$ cat config.mk
export PLATFORM = sky130hd
export DESIGN_NAME = sf_parser_top
export DESIGN_NICKNAME = d
export VERILOG_FILES = /design/src/sf_pkg.sv /design/src/sf_parser_top.sv /design/src/sf_band_store.sv /design/src/sf_parse_ctrl.sv /design/src/sf_bit_collector.sv /design/src/sf_slen_decode.sv
export SDC_FILE = /design/constraint.sdc
export NUM_CORES = 1
export LEC_CHECK = 0
export ABC_CLOCK_PERIOD_IN_PS = 6000
export BUFFER_PORTS_ARGS = -buffer_cell sky130_fd_sc_hd__buf_2
export CORE_MARGIN = 5
export CORE_UTILIZATION = 55
export DETAILED_ROUTE_END_ITERATION = 6
export HOLD_SLACK_MARGIN = 0.05
export PLACE_DENSITY = 0.81
export SYNTH_ARGS = -nofsm -noshare
export SYNTH_HDL_FRONTEND = slang
export SYNTH_SLANG_ARGS = --single-unit
$ cat constraint.sdc
create_clock -name clk -period 6 [get_ports clk]
set_input_delay 1.5 -clock clk [delete_from_list [all_inputs] [get_ports clk]]
set_output_delay 1.5 -clock clk [all_outputs]
set_load 0.05 [all_outputs]
$ cat src/sf_pkg.sv
package sf_pkg;

  localparam int SF_WIDTH         = 4;
  localparam int NUM_LONG_BANDS   = 21;
  localparam int NUM_SHORT_BANDS  = 12;
  localparam int NUM_WINDOWS      = 3;
  localparam int NUM_SHORT_FIELDS = NUM_SHORT_BANDS * NUM_WINDOWS;

  typedef logic [SF_WIDTH-1:0] sf_value_t;
  typedef logic [2:0]          slen_t;      // Field width, 0 to 4 bits
  typedef logic [5:0]          field_idx_t; // Long band or short field index

  typedef sf_value_t [NUM_LONG_BANDS-1:0] sf_long_t;

  // Band major, window minor
  typedef sf_value_t [NUM_SHORT_BANDS-1:0][NUM_WINDOWS-1:0] sf_short_t;

  // Side-info fields of one granule and channel that steer the parse
  typedef struct packed {
    logic [3:0] scalefac_compress;
    logic       window_switching_flag;
    logic [1:0] block_type;
    logic       mixed_block_flag;
    logic [3:0] scfsi;         // Bit 0 covers bands 0-5
  } side_info_t;

  typedef enum logic {
    BLOCK_LONG,
    BLOCK_SHORT
  } block_kind_e;

  // One decoded field headed for the band store
  typedef struct packed {
    block_kind_e kind;
    field_idx_t  index;
    sf_value_t   value;
  } sf_write_t;

  typedef enum logic [1:0] {
    IDLE,
    SELECT,
    FIELD,
    DONE
  } ctrl_state_e;

endpackage
$ cat src/sf_parser_top.sv
`timescale 1ns/100ps

module sf_parser_top #(
  parameter int GR = 0
) (
  input  logic               clk,
  input  logic               rst,
  input  logic               side_info_valid,
  input  sf_pkg::side_info_t side_info,
  input  logic               bit_valid,
  input  logic               bit_data,
  output sf_pkg::sf_long_t   scalefac_l,
  output sf_pkg::sf_short_t  scalefac_s,
  output logic               done
);

  import sf_pkg::*;

  side_info_t si_q;
  side_info_t si_frame;
  slen_t      slen1;
  slen_t      slen2;
  slen_t      field_width;
  logic       collect;
  logic       field_done;
  sf_value_t  field_value;
  logic       clear;
  logic       wr_en;
  sf_write_t  wr;

  always_ff @(posedge clk) begin
    if (side_info_valid) begin
      si_q <= side_info;
    end
  end

  // Fresh side info on the strobe cycle, held copy for the rest of the frame
  assign si_frame = side_info_valid ? side_info : si_q;

  sf_slen_decode u_slen (
    .scalefac_compress (si_frame.scalefac_compress),
    .slen1             (slen1),
    .slen2             (slen2)
  );

  sf_bit_collector u_collect (
    .clk         (clk),
    .rst         (rst),
    .collect     (collect),
    .field_width (field_width),
    .bit_valid   (bit_valid),
    .bit_data    (bit_data),
    .field_done  (field_done),
    .field_value (field_value)
  );

  sf_parse_ctrl #(
    .GR (GR)
  ) u_ctrl (
    .clk         (clk),
    .rst         (rst),
    .start       (side_info_valid),
    .side_info   (si_frame),
    .slen1       (slen1),
    .slen2       (slen2),
    .field_done  (field_done),
    .field_value (field_value),
    .collect     (collect),
    .field_width (field_width),
    .clear       (clear),
    .wr_en       (wr_en),
    .wr          (wr),
    .done        (done)
  );

  sf_band_store u_store (
    .clk        (clk),
    .rst        (rst),
    .clear      (clear),
    .wr_en      (wr_en),
    .wr         (wr),
    .scalefac_l (scalefac_l),
    .scalefac_s (scalefac_s)
  );

endmodule

$ cat src/sf_band_store.sv
`timescale 1ns/100ps

module sf_band_store (
  input  logic              clk,
  input  logic              rst,
  input  logic              clear,
  input  logic              wr_en,
  input  sf_pkg::sf_write_t wr,
  output sf_pkg::sf_long_t  scalefac_l,
  output sf_pkg::sf_short_t scalefac_s
);

  import sf_pkg::*;

  logic [3:0] band;
  logic [1:0] window;

  // Short fields run window fastest within a band
  assign band   = 4'(wr.index / NUM_WINDOWS);
  assign window = 2'(wr.index % NUM_WINDOWS);

  always_ff @(posedge clk) begin
    if (rst || clear) begin
      scalefac_l <= '0;
      scalefac_s <= '0;
    end else if (wr_en) begin
      if (wr.kind == BLOCK_LONG) begin
        if (wr.index < NUM_LONG_BANDS) begin
          scalefac_l[wr.index] <= wr.value;
        end
      end else if (band < NUM_SHORT_BANDS) begin
        scalefac_s[band][window] <= wr.value;
      end
    end
  end

endmodule

$ cat src/sf_parse_ctrl.sv
`timescale 1ns/100ps

module sf_parse_ctrl #(
  parameter int GR = 0
) (
  input  logic               clk,
  input  logic               rst,
  input  logic               start,
  input  sf_pkg::side_info_t side_info,
  input  sf_pkg::slen_t      slen1,
  input  sf_pkg::slen_t      slen2,
  input  logic               field_done,
  input  sf_pkg::sf_value_t  field_value,
  output logic               collect,
  output sf_pkg::slen_t      field_width,
  output logic               clear,
  output logic               wr_en,
  output sf_pkg::sf_write_t  wr,
  output logic               done
);

  import sf_pkg::*;

  localparam logic [2:0] NO_REGION = 3'd4;
  localparam bit         REUSE     = (GR != 0); // Second granule honours scfsi

  ctrl_state_e state;
  logic [2:0]  region;
  field_idx_t  fidx;
  block_kind_e kind;

  slen_t       reg_width [4];
  field_idx_t  reg_first [4];
  field_idx_t  reg_last  [4];
  logic [3:0]  reg_live;

  logic [2:0]  search_from;
  logic [2:0]  next_region;
  slen_t       next_width;
  logic        last_field;

  // Mixed blocks fall through to the plain short layout
  assign kind = (side_info.window_switching_flag && side_info.block_type == 2'd2) ?
                BLOCK_SHORT : BLOCK_LONG;

  // Region map: long has four scfsi groups, short has two width halves
  always_comb begin
    if (kind == BLOCK_SHORT) begin
      reg_width = '{slen1, slen2, slen_t'(0), slen_t'(0)};
      reg_first = '{field_idx_t'(0), field_idx_t'(NUM_SHORT_FIELDS / 2),
                    field_idx_t'(0), field_idx_t'(0)};
      reg_last  = '{field_idx_t'(NUM_SHORT_FIELDS / 2 - 1), field_idx_t'(NUM_SHORT_FIELDS - 1),
                    field_idx_t'(0), field_idx_t'(0)};
    end else begin
      reg_width = '{slen1, slen1, slen2, slen2};
      reg_first = '{field_idx_t'(0), field_idx_t'(6), field_idx_t'(11), field_idx_t'(16)};
      reg_last  = '{field_idx_t'(5), field_idx_t'(10), field_idx_t'(15),
                    field_idx_t'(NUM_LONG_BANDS - 1)};
    end
    for (int r = 0; r < 4; r++) begin
      reg_live[r] = (reg_width[r] != '0) &&
                    !(REUSE && kind == BLOCK_LONG && side_info.scfsi[r]);
    end
  end

  // Next region that actually carries bits, searching upward
  assign search_from = (state == FIELD && !start) ? region + 3'd1 : 3'd0;

  always_comb begin
    next_region = NO_REGION;
    for (int r = 3; r >= 0; r--) begin
      if (r >= int'(search_from) && reg_live[r]) begin
        next_region = 3'(r);
      end
    end
  end

  assign next_width = (next_region == NO_REGION) ? slen_t'(0) : reg_width[next_region[1:0]];
  assign last_field = (fidx == reg_last[region[1:0]]);

  // Width must describe the field the next incoming bit belongs to
  always_comb begin
    case (state)
      SELECT:  field_width = next_width;
      FIELD:   field_width = (field_done && last_field) ? next_width : reg_width[region[1:0]];
      default: field_width = '0;
    endcase
  end

  assign collect = (state == SELECT || state == FIELD) && !start;
  assign clear   = start;
  assign wr_en   = (state == FIELD) && field_done && !start;
  assign wr      = '{kind: kind, index: fidx, value: field_value};
  assign done    = (state == DONE);

  always_ff @(posedge clk) begin
    if (rst) begin
      state  <= IDLE;
      region <= '0;
      fidx   <= '0;
    end else if (start) begin
      region <= '0;
      fidx   <= '0;
      state  <= (next_region == NO_REGION) ? DONE : SELECT; // Empty frame finishes at once
    end else begin
      case (state)
        SELECT: begin
          region <= next_region;
          fidx   <= reg_first[next_region[1:0]];
          state  <= FIELD;
        end
        FIELD: begin
          if (field_done) begin
            if (!last_field) begin
              fidx <= fidx + field_idx_t'(1);
            end else if (next_region == NO_REGION) begin
              state <= DONE;
            end else begin
              region <= next_region; // Skipped regions leave their bands at zero
              fidx   <= reg_first[next_region[1:0]];
            end
          end
        end
        DONE: state <= IDLE;
        default: state <= IDLE;
      endcase
    end
  end

endmodule

$ cat src/sf_bit_collector.sv
`timescale 1ns/100ps

module sf_bit_collector (
  input  logic              clk,
  input  logic              rst,
  input  logic              collect,
  input  sf_pkg::slen_t     field_width,
  input  logic              bit_valid,
  input  logic              bit_data,
  output logic              field_done,
  output sf_pkg::sf_value_t field_value
);

  import sf_pkg::*;

  slen_t     bit_count;  // Bits of the current field taken so far
  slen_t     count_next;
  sf_value_t shift_q;

  // A bit arriving together with field_done is the first of the next field
  assign count_next = (field_done ? slen_t'(0) : bit_count) + slen_t'(1);

  always_ff @(posedge clk) begin
    if (rst || !collect) begin
      bit_count  <= '0;
      field_done <= 1'b0;
    end else if (bit_valid) begin
      bit_count  <= count_next;
      field_done <= (count_next == field_width);
    end else begin
      if (field_done) begin
        bit_count <= '0;
      end
      field_done <= 1'b0;
    end
  end

  // MSB first, so upper bits stay zero for narrow fields
  always_ff @(posedge clk) begin
    if (!collect || (field_done && !bit_valid)) begin
      shift_q <= '0;
    end else if (bit_valid) begin
      if (field_done) begin
        shift_q <= sf_value_t'(bit_data);
      end else begin
        shift_q <= {shift_q[SF_WIDTH-2:0], bit_data};
      end
    end
  end

  assign field_value = shift_q;

endmodule

$ cat src/sf_slen_decode.sv
`timescale 1ns/100ps

module sf_slen_decode (
  input  logic [3:0]    scalefac_compress,
  output sf_pkg::slen_t slen1,
  output sf_pkg::slen_t slen2
);

  // Standard Layer III table, {slen1, slen2} per scalefac_compress
  always_comb begin
    case (scalefac_compress)
      4'd0: {slen1, slen2} = {3'd0, 3'd0};
      4'd1: {slen1, slen2} = {3'd0, 3'd1};
      4'd2: {slen1, slen2} = {3'd0, 3'd2};
      4'd3: {slen1, slen2} = {3'd0, 3'd3};
      4'd4: {slen1, slen2} = {3'd3, 3'd0}; // Only entry with slen1 set and slen2 zero
      4'd5: {slen1, slen2} = {3'd1, 3'd1};
      4'd6: {slen1, slen2} = {3'd1, 3'd2};
      4'd7: {slen1, slen2} = {3'd1, 3'd3};
      4'd8: {slen1, slen2} = {3'd2, 3'd1};
      4'd9: {slen1, slen2} = {3'd2, 3'd2};
      4'd10: {slen1, slen2} = {3'd2, 3'd3};
      4'd11: {slen1, slen2} = {3'd3, 3'd1};
      4'd12: {slen1, slen2} = {3'd3, 3'd2};
      4'd13: {slen1, slen2} = {3'd3, 3'd3};
      4'd14: {slen1, slen2} = {3'd4, 3'd2};
      default: {slen1, slen2} = {3'd4, 3'd3};
    endcase
  end

endmodule

Yosys cells after proc, flatten, opt, wreduce, memory -nomap -nowiden
Memories as Yosys holds them, arrays and structs flattened.
Index checks and enable logic that the tools add are counted.
W data, S select, Z words.
{"block": "totals", "reg_bits": 259, "latch_bits": 0, "mem_bits_rw": 0, "romBits": 80, "input_bits": 17, "output_inout_bits": 229, "word_cells": 189, "mem_count": 1}
{"memory": "(no name shown)", "depth": 16, "word_bits": 5, "read_ports": 1, "rd_clocked_by_memory_dff": 0, "write_ports": 0, "line": "sf_slen_decode.sv:11", "text": "case (scalefac_compress)"}
{"block": "op_classes", "add_sub_neg": 3, "mul": 0, "div_mod_pow": 2, "magnitude_cmp": 14, "eq_ne": 14, "n_shift": 0, "n_mux": 50, "bitwise_logic": 4, "n_reduce_logical": 33}
{"operator": "$bwmux W144", "n": 1}
{"operator": "$bwmux W84", "n": 1}
{"operator": "$demux W12 S4", "n": 1}
{"operator": "$mux W3", "n": 16}
{"operator": "$mux W6", "n": 7}
{"operator": "$div A6 B2 Y32 const B", "n": 1}
{"operator": "$mod A6 B2 Y32 const B", "n": 1}
{"operator": "$bmux W6 S2", "n": 2}
{"operator": "$mux W12", "n": 2}
{"operator": "$mux W23", "n": 1}
{"operator": "$demux W4 S5", "n": 1}
{"operator": "$mux W17", "n": 1}
{"operator": "$logic_and A1 B1 Y1", "n": 14}
{"operator": "$bmux W3 S2", "n": 2}
{"operator": "$mux W4", "n": 3}
{"operator": "$pmux W3 S2", "n": 2}
{"operator": "$pmux W6 S2", "n": 1}
{"operator": "$reduce_and A3 Y1", "n": 4}
{"operator": "$reduce_bool A3 Y1", "n": 4}
{"operator": "$mux W2", "n": 5}
{"operator": "$mux W9", "n": 1}
{"operator": "$ne A3 B3 Y1 const B", "n": 3}
{"operator": "$demux W4 S2", "n": 1}
{"operator": "$add A3 B1 Y3 const B", "n": 2}
{"operator": "29 further kinds", "n": 43}

Longest topological paths before layout
{"block": "depth", "depth_word": 19, "ltp_mapped": 21, "ltp_nobuf": 15}

By module
From an unflattened synthesis, not the netlist that was laid out.
{"block": "hier_totals", "cells_unflattened": 1185, "hier_area_um2": 11298.3}
{"mod": "sf_band_store", "instances": 1, "cells_each": 927, "area_per_inst_um2": 9031.2, "seq_area_each_um2": 4564.4}
{"mod": "sf_parse_ctrl", "instances": 1, "cells_each": 180, "area_per_inst_um2": 1371.3, "seq_area_each_um2": 220.2}
{"mod": "sf_parser_top", "instances": 1, "cells_each": 25, "area_per_inst_um2": 424.2, "seq_area_each_um2": 240.2}
{"mod": "sf_bit_collector", "instances": 1, "cells_each": 37, "area_per_inst_um2": 362.8, "seq_area_each_um2": 160.2}
{"mod": "sf_slen_decode", "instances": 1, "cells_each": 16, "area_per_inst_um2": 108.9, "seq_area_each_um2": 0.0}

Worst setup path before layout
OpenSTA, ideal clock, no wires.
{"block": "synth_timing", "path_type": "reg2reg", "start": "register u_ctrl.fidx[4]", "end": "register u_store.scalefac_s[140] (netlist name)", "setup_time_ns": 0.146, "t_arrival_ns": 4.854, "required_ns": 5.854, "slack_ns": 1.000, "stages_incl_launch_ff": 20, "synth_period_minus_slack_ns": 5.000, "path_cell_list": "dfxtp_1 buf_2 buf_2 clkbuf_1 clkbuf_1 ha_1 nor2b_1 o32a_1 nand2_1 ha_1 or3_1 a31oi_1 buf_4 xnor2_1 ha_1 nor2_1 buf_1 a2111oi_2 nand3_1 o21ai_0"}
{"block": "synth_via", "elab_chain_len": 8, "elab_cells_between_ends": 15, "cone_classes": "div (2); order compare (5); mux (5); reduce/logical (3)"}
{"item": "start: declaration", "line": "sf_parse_ctrl.sv:29", "text": "field_idx_t fidx;"}
{"item": "start signal: assignment", "line": "sf_parse_ctrl.sv:109", "text": "fidx <= reg_first[next_region[1:0]];"}
{"item": "start signal: assignment", "line": "sf_parse_ctrl.sv:115", "text": "fidx <= fidx + field_idx_t'(1);"}
{"item": "start signal: assignment", "line": "sf_parse_ctrl.sv:120", "text": "fidx <= reg_first[next_region[1:0]];"}
{"item": "$mod A6 B2 Y32", "line": "sf_band_store.sv:20", "text": "assign window = 2'(wr.index % NUM_WINDOWS);"}
{"item": "$lt A2 B3 Y1 (implied by the code) or $ge A2 B1 Y1 (tied branches)", "line": "sf_band_store.sv:32", "text": "scalefac_s[band][window] <= wr.value;"}
{"item": "$logic_and A1 B1 Y1 (implied by the code)", "line": "sf_band_store.sv:32"}
{"item": "$mux W4 (implied by the code)", "line": "sf_band_store.sv:32"}
{"item": "$demux W4 S2"}
{"item": "$mux W12 (implied by the code)", "line": "sf_band_store.sv:32"}
{"item": "$demux W12 S4"}
{"item": "$bwmux W144", "line": "sf_band_store.sv:32"}
Several ways; a longest one is shown, not always the timed one.
A chain may end at the register's enable or synchronous reset.

Final worst setup path
{"block": "layout_timing", "start": "register u_ctrl.fidx[5]", "end": "register u_store.scalefac_s[56] (netlist name)"}
{"block": "layout_via", "elab_chain_len": 8, "elab_cells_between_ends": 15, "cone_classes": "div (2); order compare (5); mux (5); reduce/logical (3)"}
{"item": "$mod A6 B2 Y32", "line": "sf_band_store.sv:20"}
{"item": "$lt A2 B3 Y1 (implied by the code) or $ge A2 B1 Y1 (tied branches)", "line": "sf_band_store.sv:32"}
{"item": "$logic_and A1 B1 Y1 (implied by the code)", "line": "sf_band_store.sv:32"}
{"item": "$mux W4 (implied by the code)", "line": "sf_band_store.sv:32"}
{"item": "$demux W4 S2"}
{"item": "$mux W12 (implied by the code)", "line": "sf_band_store.sv:32"}
{"item": "$demux W12 S4"}
{"item": "$bwmux W144", "line": "sf_band_store.sv:32"}
Several ways; a longest one is shown, not always the timed one.

==> run_results.csv <==
group,metric,value,unit
run_status,outcome,"completed",
floorplanning,die_area,23500,um^2
worst_hold_path,worst_hold_path.num_cells,2,
finish,syn2layout_area_growth,18.7,%
floorplanning,core.rowCount,52,
worst_hold_path,hp-class,"flip-flop to flip-flop",
timing,tns,0,ps
synthesis,syn_area_per_cell,9.45,um^2
worst_setup_path,path_cells,"ha_1, nor2b_1, o32a_1, nand2_1, ha_1, or3_1, a31oi_2, xnor2_1, ha_1, or2_2, or4_1, nor3_2, mux2i_1, nor2_1",
synthesis,synthCells,1197,
placed_design,dp.cells,1628,
clock_tree,clkLatencyLatePin,530,ps
drt,drc,0,
worst_setup_path,rrSetupSlack,1150,ps
timing,rsz0062_at_grt,"false",
drt,drtIter0Drc,716,
synthesis,mappedNetlistArea,11300,um^2
floorplanning,io_pins,246,
worst_hold_path,holdCritStartpoint,"u_store.scalefac_s[141]$_SDFFE_PP0P_",
timing,setup_violations,0,
drt,dr.pass1.iters,5,
worst_setup_path,cp_max_fo,18,
synthesis,ys_seq_area_share,44.9,%
timing,timing.fmax,206,MHz
power,leakagePower,6.13,nW
floorplanning,start_util,55.9,%
drt,vias,9456,
worst_setup_path,worstReg2RegEnd,"u_store.scalefac_s[56]$_SDFFE_PP0P_",
floorplanning,die_h,153,um
finish,n_antenna_cell,0,
timing,fin_crit_sh,80.9,%
power,ir_drop,0.207,mV
worst_setup_path,worstPathArrival,5220,ps
worst_setup_path,worstSetupStartpointType,"flip-flop",
timing,finalHoldViolCount,0,
timing,slew_headroom,23.3,%
job,cap_violations,0,
finish,layout-drive-gt1-share,24.4,%
grt,groute.usage.overall,24.7,%
clock_tree,cts_root_buffer,"clkbuf_16",
grt,gr-total-overflow,0,
synthesis,yosys_register_bits,254,
grt,antenna_found_initial,0,
worst_setup_path,endpoint_kind,"flip-flop",
clock_tree,clk_path_buf_depth,3,
worst_setup_path,critPathRequiredTime,6370,ps
timing,drv_slew,0,
synthesis,yosys-top-cells-area,"dfxtp_1 (45%), mux2i_1 (18%), nor2_1 (6.8%)",
worst_setup_path,reg2reg_from,"u_ctrl.fidx[5]$_SDFFE_PP0P_",
worst_setup_path,crit_slowest_cell,"or4_1",
grt,grt_pass1_wl,48600,um
floorplanning,core_area,20200,um^2
drt,final_antenna_net_count,0,
clock_tree,tritoncts,"yes",
synthesis,synth_top_area_cell,"dfxtp_1",
clock_tree,cts_sinks,254,
finish,stdcell_count,1673,
worst_setup_path,critical_path_class,"flip-flop to flip-flop",
finish,fin_area,13400,um^2
worst_setup_path,crit_family,"simple AND/OR/NAND/NOR gates",
worst_setup_path,slowest_delay,740,ps
clock_tree,cts_setup_buffers,0,
drt,viasPerCell,5.65,
floorplanning,die-width,153,um
clock_tree,path_clk_slew,60,ps
worst_setup_path,r2r_cells,14,
synthesis,synth_edf_count,0,
worst_hold_path,whs_endpoint,"u_store.scalefac_s[141]$_SDFFE_PP0P_",
synthesis,async_reset_ff_share,0,%
finish,nets,1419,
power,power_density,257,nW/um^2
drt,wl_per_cell,18.1,um
placed_design,portBuffers,240,
clock_tree,cts_buffers,26,
worst_setup_path,cp_common_cell,"ha_1",
grt,grt_max_degree,208,
synthesis,ys.warnings.count,0,
placed_design,dpl_cell_area,12600,um^2
clock_tree,cts_hold_buf,0,
finish,final.fill_count,1642,
timing,finClkSkew,22.9,ps
synthesis,synth.net_count,1230,
timing,worst_pin_slew,1150,ps
placed_design,place_hpwl,20600,um
worst_setup_path,critPathBufInv,0,
drt,totalWireLength,30300,um
synthesis,synth_top_area_share,44.9,%
placed_design,gp_congestion,0.891,
clock_tree,htree_num_levels,1,
synthesis,synth_ff_type,"dfxtp_1",
synthesis,yosysUniqueCellTypes,70,
power,p_total,3.45,mW
timing,final.min_clock_period,4850,ps
clock_tree,post_cts_resized,0,
grt,grt_pass1_vias,9171,
## worst max-delay path by stage
stage	start	end	slack, ps	cells past startpoint
after floorplan	u_ctrl.fidx[4]$_SDFFE_PP0P_	u_store.scalefac_s[140]$_SDFFE_PP0P_	1000	19
after global placement	side_info_valid	u_collect.field_done$_SDFF_PP0_	1230	11
after detailed placement	side_info_valid	u_collect.field_done$_SDFF_PP0_	1170	11
after CTS	u_ctrl.fidx[5]$_SDFFE_PP0P_	u_store.scalefac_s[56]$_SDFFE_PP0P_	1170	14
after global routing	u_ctrl.fidx[5]$_SDFFE_PP0P_	u_store.scalefac_s[56]$_SDFFE_PP0P_	840	14
final	u_ctrl.fidx[5]$_SDFFE_PP0P_	u_store.scalefac_s[56]$_SDFFE_PP0P_	1150	14
## cell usage in the layout, fill, tap and decap left out, drive strengths merged, types with 4 or more instances in the layout
cell type / synthesis / layout
nand4b: 7 / 7
o22ai: 8 / 8
a211oi: 7 / 7
nor4: 7 / 7
ha: 16 / 16
dfxtp: 254 / 254
clkbuf: 66 / 38
inv: 12 / 12
nor2: 204 / 204
nor3: 21 / 21
o21ai: 32 / 32
or2: 5 / 5
and2: 9 / 9
a2111oi: 14 / 14
nand2b: 7 / 7
nand2: 91 / 91
or3: 5 / 5
nand4: 6 / 6
mux2i: 209 / 209
o21a: 5 / 5
mux2: 5 / 5
clkinv: 0 / 5
a21oi: 43 / 43
nor3b: 9 / 9
a31oi: 7 / 7
xnor2: 6 / 6
buf: 28 / 255
nor2b: 11 / 11
nand3: 50 / 50
and3: 4 / 4
## sequential cells by signal (all words and copies together), names as in the netlist
signal and cells:
u_collect.field_done 1, u_ctrl.fidx 6, u_collect.bit_count 3, u_ctrl.region 3, u_store.scalefac_l 84, u_collect.field_value 4
si_q 7, u_store.scalefac_s 144, u_ctrl.state 2
## worst reg2reg max path, stage by stage, from the launching register on
cell     delay [ps]
dfxtp_1         660
ha_1            370
nor2b_1         210
o32a_1          190
nand2_1         120
ha_1            270
or3_1           420
a31oi_2         210
xnor2_1          90
ha_1            200
or2_2           330
or4_1           740
nor3_2          550
mux2i_1         270
nor2_1           60
## synth_stat cells (7+ instances only)
library cell and instances:
nor2_1 204, mux2i_1 209, inv_1 12, dfxtp_1 254
a2111oi_4 12, nand2_1 91, nor3_1 15, o21ai_0 31
nand4b_1 7, buf_1 8, ha_1 16, buf_2 16
nand3_1 50, a21oi_1 43, nor3b_1 9, a31oi_1 7
and2_1 9, clkbuf_1 66, nor2b_1 11, o22ai_1 8
## cell type report
class                           count  area [um^2]  area share (%)
Timing Repair Buffer              255         1330            9.87
Clock buffer                       38          776            5.78
Sequential cell                   254         5090            37.9
Inverter                           12         45.0           0.335
Multi-Input combinational cell    837         5800            43.2
Tap cell                          270          338            2.52
Clock inverter                      7         55.1           0.410
## through the flow
step / util (%) / setup WS [ps] / hold slack [ps]
2_1_floorplan: - / 1000 / 449
3_3_place_gp: 62.3 / 1230 / 442
3_5_place_dp: 62.3 / 1170 / 445
4_1_cts: 66.4 / 1170 / 453
5_1_grt: 66.4 / 842 / 483
6_report: 66.4 / 1150 / 454
## layer usage
metal	up-vias	GRT usage, %	wire, um
li1	4551	-	-
met2	364	41.5	14300
met3	57	5.85	2740
met4	0	7.86	873
met5	-	0	0
met1	4484	31.4	12400
## power breakdown
part / total [mW] / internal [mW] / leakage [nW] / switching [mW]
Sequential: 1.70 / 1.69 / 2.05 / 0.00911
Clock: 1.54 / 0.894 / 0.406 / 0.645
Combinational: 0.203 / 0.0595 / 3.68 / 0.143
Total: 3.45 / 2.65 / 6.13 / 0.798
## cell families after synthesis
logic type / Yosys count / share of synthesized area (%)
AND/OR/NAND/NOR: 451 / 19.0
flip-flops: 254 / 44.9
multiplexers: 214 / 19.0
AO/OA/AOI/OAI: 148 / 10.8
buffers and inverters: 106 / 3.89
adder cells (fa/ha/maj): 16 / 1.77
XOR/XNOR: 8 / 0.619
Power figures use the tool's default switching activity.
